### config.mk
export PLATFORM = sky130hd
export DESIGN_NAME = sel_fifo
export DESIGN_NICKNAME = d
export VERILOG_FILES = /design/src/rtl/pu_pkg.sv /design/src/rtl/sel_fifo.sv
export VERILOG_INCLUDE_DIRS = /design/src /design/src/rtl
export SDC_FILE = /design/constraint.sdc
export NUM_CORES = 1
export LEC_CHECK = 0
export BUFFER_PORTS_ARGS = -buffer_cell sky130_fd_sc_hd__buf_2
export CORE_AREA = 2 2 39 41
export CTS_CLUSTER_DIAMETER = 50
export DETAILED_ROUTE_END_ITERATION = 8
export DIE_AREA = 0 0 41 43
export PLACE_DENSITY = 0.47
export SLEW_MARGIN = 40
export SYNTH_ARGS = -nofsm -noshare
export SYNTH_HDL_FRONTEND = slang
export SYNTH_SLANG_ARGS = --single-unit
### constraint.sdc
create_clock -name clk -period 1.65 [get_ports clk]
set_clock_uncertainty 0.2 [all_clocks]
set_input_delay 0.165 -clock clk [delete_from_list [all_inputs] [get_ports clk]]
set_output_delay 0.165 -clock clk [all_outputs]
set_load 0.02 [all_outputs]
### src/rtl/pu_defines.svh
// switch-info table parameters shared by the PU request path and the host register port
`ifndef PU_DEFINES_SVH
`define PU_DEFINES_SVH

// processing units that share the table
`define NUM_OF_PU 4
`define PU_ID_NBITS 2

// host register port
`define PIO_NBITS 32

// table word and row geometry
`define SWITCH_INFO_NBITS 32
`define FID_NBITS 2
`define ROW_LOW_NBITS 4

// the row is the flow id on top of the low address bits
`define SWITCH_INFO_DEPTH_NBITS (`FID_NBITS + `ROW_LOW_NBITS)

// PU I/O address and its region decode
`define IO_ADDR_NBITS 16
`define REGION_NBITS 4

// region code that selects the switch-info table
`define REGION_SWITCH_INFO 4'h3

`endif

### src/rtl/pu_pkg.sv
// switch-info package with the vector types shared by the table, its arbiter and the PU port
`default_nettype none

`include "pu_defines.svh"

package pu_pkg;

	// index of one processing unit
	typedef logic [`PU_ID_NBITS-1:0] pu_id_t;

	// host register address or data
	typedef logic [`PIO_NBITS-1:0] pio_word_t;

	// one word of the switch-info table
	typedef logic [`SWITCH_INFO_NBITS-1:0] switch_info_t;

	// flow id carried with each PU request
	typedef logic [`FID_NBITS-1:0] fid_t;

	// PU I/O address, region code in the top bits
	typedef logic [`IO_ADDR_NBITS-1:0] io_addr_t;

	// table row made of flow id and low address bits
	typedef logic [`SWITCH_INFO_DEPTH_NBITS-1:0] row_addr_t;

endpackage

`default_nettype wire

### src/rtl/sel_fifo.sv
// small FIFO of granted PU ids whose head is visible before it is popped
`timescale 1ns/1ps
`default_nettype none

`include "pu_defines.svh"

module sel_fifo import pu_pkg::*; #(
	parameter int DEPTH = 2
) (
	input wire logic clk,
	input wire logic rst_n,

	input wire logic wr,
	input wire pu_id_t din,

	input wire logic rd,
	output pu_id_t dout,

	output logic full,
	output logic empty
);

	localparam int AW = (DEPTH > 1) ? $clog2(DEPTH) : 1;
	localparam int CW = $clog2(DEPTH) + 1;

	pu_id_t store [DEPTH]; // ids in grant order
	logic [AW-1:0] wr_ptr;
	logic [AW-1:0] rd_ptr;
	logic [CW-1:0] count;

	assign dout = store[rd_ptr]; // head is shown without a read
	assign full = (count == CW'(DEPTH));
	assign empty = (count == '0);

	always_ff @(posedge clk) begin
		if (wr) begin
			store[wr_ptr] <= din;
		end
	end

	always_ff @(posedge clk) begin
		if (!rst_n) begin
			wr_ptr <= '0;
			rd_ptr <= '0;
			count <= '0;
		end else begin
			if (wr) begin
				wr_ptr <= (wr_ptr == AW'(DEPTH - 1)) ? '0 : wr_ptr + 1'b1;
			end
			if (rd) begin
				rd_ptr <= (rd_ptr == AW'(DEPTH - 1)) ? '0 : rd_ptr + 1'b1;
			end
			case ({wr, rd})
				2'b10: count <= count + 1'b1;
				2'b01: count <= count - 1'b1;
				default: count <= count; // both or neither leave the level alone
			endcase
		end
	end

	a_no_overflow: assert property (
		@(posedge clk) disable iff (!rst_n)
		wr |-> !full
	) else $error("sel_fifo: write while full");

	a_no_underflow: assert property (
		@(posedge clk) disable iff (!rst_n)
		rd |-> !empty
	) else $error("sel_fifo: read while empty");

endmodule

`default_nettype wire

==> Flow_metrics.wiki <==
{| class="wikitable"
! Metric !! Value
|-
| Result of the run || complete, no violations
|-
| Remaining antenna violation count after routing || 0
|-
| Post-Synthesis Cell Area || about 360 um2
|-
| Leakage power summed over all cells || 0.2016 nW
|-
| Clock tree from TritonCTS || yes
|-
| Required time at the worst-slack endpoint || 1280 ps
|-
| DIE WIDTH || 41 um
|-
| Total congestion overflow || 0
|-
| Setup repair after global routing missed its margin || no
|-
| Number of pins with negative max-slew slack in the final report || 0
|-
| Number of port buffers || 9
|-
| Count of pins on the block boundary || 10
|-
| Remaining routing DRC violations || 0
|-
| Clock transition time at the flip-flop clock pins of the worst setup and hold paths || around 60 ps
|-
| Power density of the placed cells || between 1000 and 1500 nW/um2
|-
| Clock tree root buffer cell || clkbuf_4
|-
| Number of warning messages in the yosys log || 0
|-
| Cell total after placement || 53
|-
| Synth Net Count || 35
|-
| Main area contributors after synthesis || edfxtp_1 33%, dfxtp_1 28%, and2_1 7.0%
|-
| Wirelength, routed || 602 um
|-
| Number of global-route vias before repair || ~270
|-
| Finished Core Util || approximately a third
|-
| Max stage delay cell, worst path || dfxtp_1
|-
| Remaining max-slew budget at the tightest pin || a little over four fifths
|-
| Mapped Cells || 28
|-
| Area of the die || around 1800 um2
|-
| Hold Crit Class || in2reg
|-
| Number of sinks on the clock net || 9
|-
| Floorplan die height || 43 um
|-
| Largest driver fanout on the critical path || 2
|-
| Top cell type by total area after synthesis || edfxtp_1
|-
| Startpoint class of the critical path || register
|-
| # setup viols final || 0
|-
| Fraction of the yosys area taken by sequential cells || around 60%
|-
| Peak supply drop || 0.3687 mV
|-
| Starting Density || about a quarter
|-
| Number of buffers inserted during clock tree synthesis || 3
|-
| Post-synth EDFFs || 4
|-
| Area occupied by registers || roughly 220 um2
|-
| Wire length per cell || 10.03 um
|-
| Final TNS setup || 0 ps
|-
| Top cells by instance count after synthesis || 5 x dfxtp_1, 4 x and2_1, 4 x edfxtp_1
|-
| Crit path arrival time || between 1000 and 1500 ps
|-
| Nets || between 50 and 60
|-
| Post-route non-filler standard cell count || 60
|-
| Critical path start-end classification || reg2out
|-
| Most frequently used cell type in the post-synthesis netlist || dfxtp_1
|-
| Post-place setup slack || about 200 ps
|-
| Final hold vios || 0
|-
| Largest net degree at the start of global routing || 6
|-
| Global-route wire length before repair || around 990 um
|-
| Initial DRC count || 0
|-
| Area inside the core boundary || between 1000 and 1500 um2
|-
| Synth unique cells || 15
|-
| PnR worst setup slack || 189.3 ps
|-
| Worst-Skew Late Latency || approximately 250 ps
|-
| Number of maximum-capacitance constraint violations || 0
|-
| Length of the first detailed-routing pass in iterations || 1
|-
| Clock period minus final worst setup slack || roughly 1500 ps
|-
| CP cell instances || mux2_2, buf_2
|-
| Mean Syn Cell Area || between 10 and 15 um2
|-
| Global-route usage over all layers || a little under a tenth
|-
| Area Growth Syn to Fin || 33.80%
|-
| Final Instance Area || around 480 um2
|-
| Final cycle utilization of the critical path || roughly 90%
|-
| Share of post-route cells with drive strength above 1 || approximately a third
|-
| Total number of H-tree levels || 1
|-
| Proportion of register bits with asynchronous set or reset after synthesis || 0%
|-
| Area taken by multi-input logic gates || around 140 um2
|-
| Site Rows || 14
|-
| Crit. End Element || primary output
|-
| Post-route worst hold slack || 44.69 ps
|-
| Antenna diodes || 0
|-
| Vias per cell || about 4
|-
| Synth Register Bits || 9
|-
| Ys flop type || dfxtp_1
|-
| Worst slew pin tran || about 240 ps
|-
| Post-layout power || 0.5242 mW
|-
| Total of fill cells in the finished design || 150
|-
| Maximum operating frequency || 684.6 MHz
|-
| DR vias || ~240
|-
| Area share of the largest cell type after synthesis || between 30 and 40%
|-
| Setup slack of the most critical reg-to-reg path || between 400 and 500 ps
|-
| Weighted congestion at the end of routability-driven global placement || between 0.6 and 0.7
|-
| Buffers from clock root to sink, at most || 2
|-
| Quantity of gates resized following cts || 0
|-
| Half-perimeter wire length after detailed placement || about 430 um
|-
| Crit-path max cell delay || approximately 350 ps
|-
| Area after DPL || ~420 um2
|-
| Antenna violations before repair || 0
|}
==> cell families (layout without fill, tap and decap cells) <==
logic type               after synthesis  after routing  share of synthesized area (%)
AO/OA/AOI/OAI                          3              3                          5.575
flip-flops                             9              9                          61.33
multiplexers                           2              2                          6.271
buffers and inverters                  1             17                          1.044
adder cells (fa/ha/maj)                1              1                          3.484
AND/OR/NAND/NOR                        9              9                          14.98
XOR/XNOR                               3              3                          7.318
==> area by class of cell <==
cell class,count,share of cell area (%)
Sequential cell,9,45.83
Multi-Input combinational cell,18,28.13
Timing Repair Buffer,12,15.62
Clock buffer,4,5.469
Tap cell,16,4.167
Inverter,1,0.7812
==> placed cells by master, fill, tap and decap left out, types with 2 or more instances in the layout <==
| cell | Yosys | final |
|---|---|---|
| dlygate4sd3_1 | 0 | 3 |
| edfxtp_1 | 4 | 4 |
| and2_1 | 4 | 4 |
| mux2_2 | 2 | 2 |
| dfxtp_1 | 5 | 5 |
| nor2_1 | 2 | 2 |
| xnor2_1 | 2 | 2 |
| buf_2 | 0 | 9 |
| clkbuf_4 | 0 | 3 |
==> layer usage <==
metal | track usage (%) | vias to the layer above | part of all wire [%]
met3 | 3.141 | 0 | 4.5
li1 | - | 125 | -
met2 | 14.06 | 6 | 56
met5 | 0 | - | 0
met4 | 10.00 | 0 | 0
met1 | 8.333 | 111 | 40
==> power by group <==
group          leakage (nW)  internal (mW)  switching (mW)  total (mW)
combinational         0.108         0.0473          0.0447      0.0919
sequential           0.0791          0.253          0.0123       0.265
clock                0.0150         0.0930          0.0743       0.167
==> worst max-delay path: cells and delay by family (launching register included) <==
kind,cells,cell delay (ps)
buf+inv,1,160
mux,1,340
flops,1,350
==> worst paths after layout <==
check,startpoint,to,cells after the start
worst max-delay path,register,dout[0],2
worst min-delay path,wr,wr_ptr$_SDFFE_PN0P_,3
worst max register to register,count[0]$_SDFFE_PN0P_,count[1]$_SDFFE_PN0P_,3
worst min register to register,count[1]$_SDFFE_PN0P_,count[1]$_SDFFE_PN0P_,2
==> what timing repair did <==
| item | in CTS | in global routing |
|---|---|---|
| setup buffers | 0 | 0 |
| hold buffers | 3 | 0 |
| hold endpoints to repair | 9 | 0 |
| setup endpoints to repair | 0 | 0 |
No activity file was read; power rests on OpenSTA's default activity.
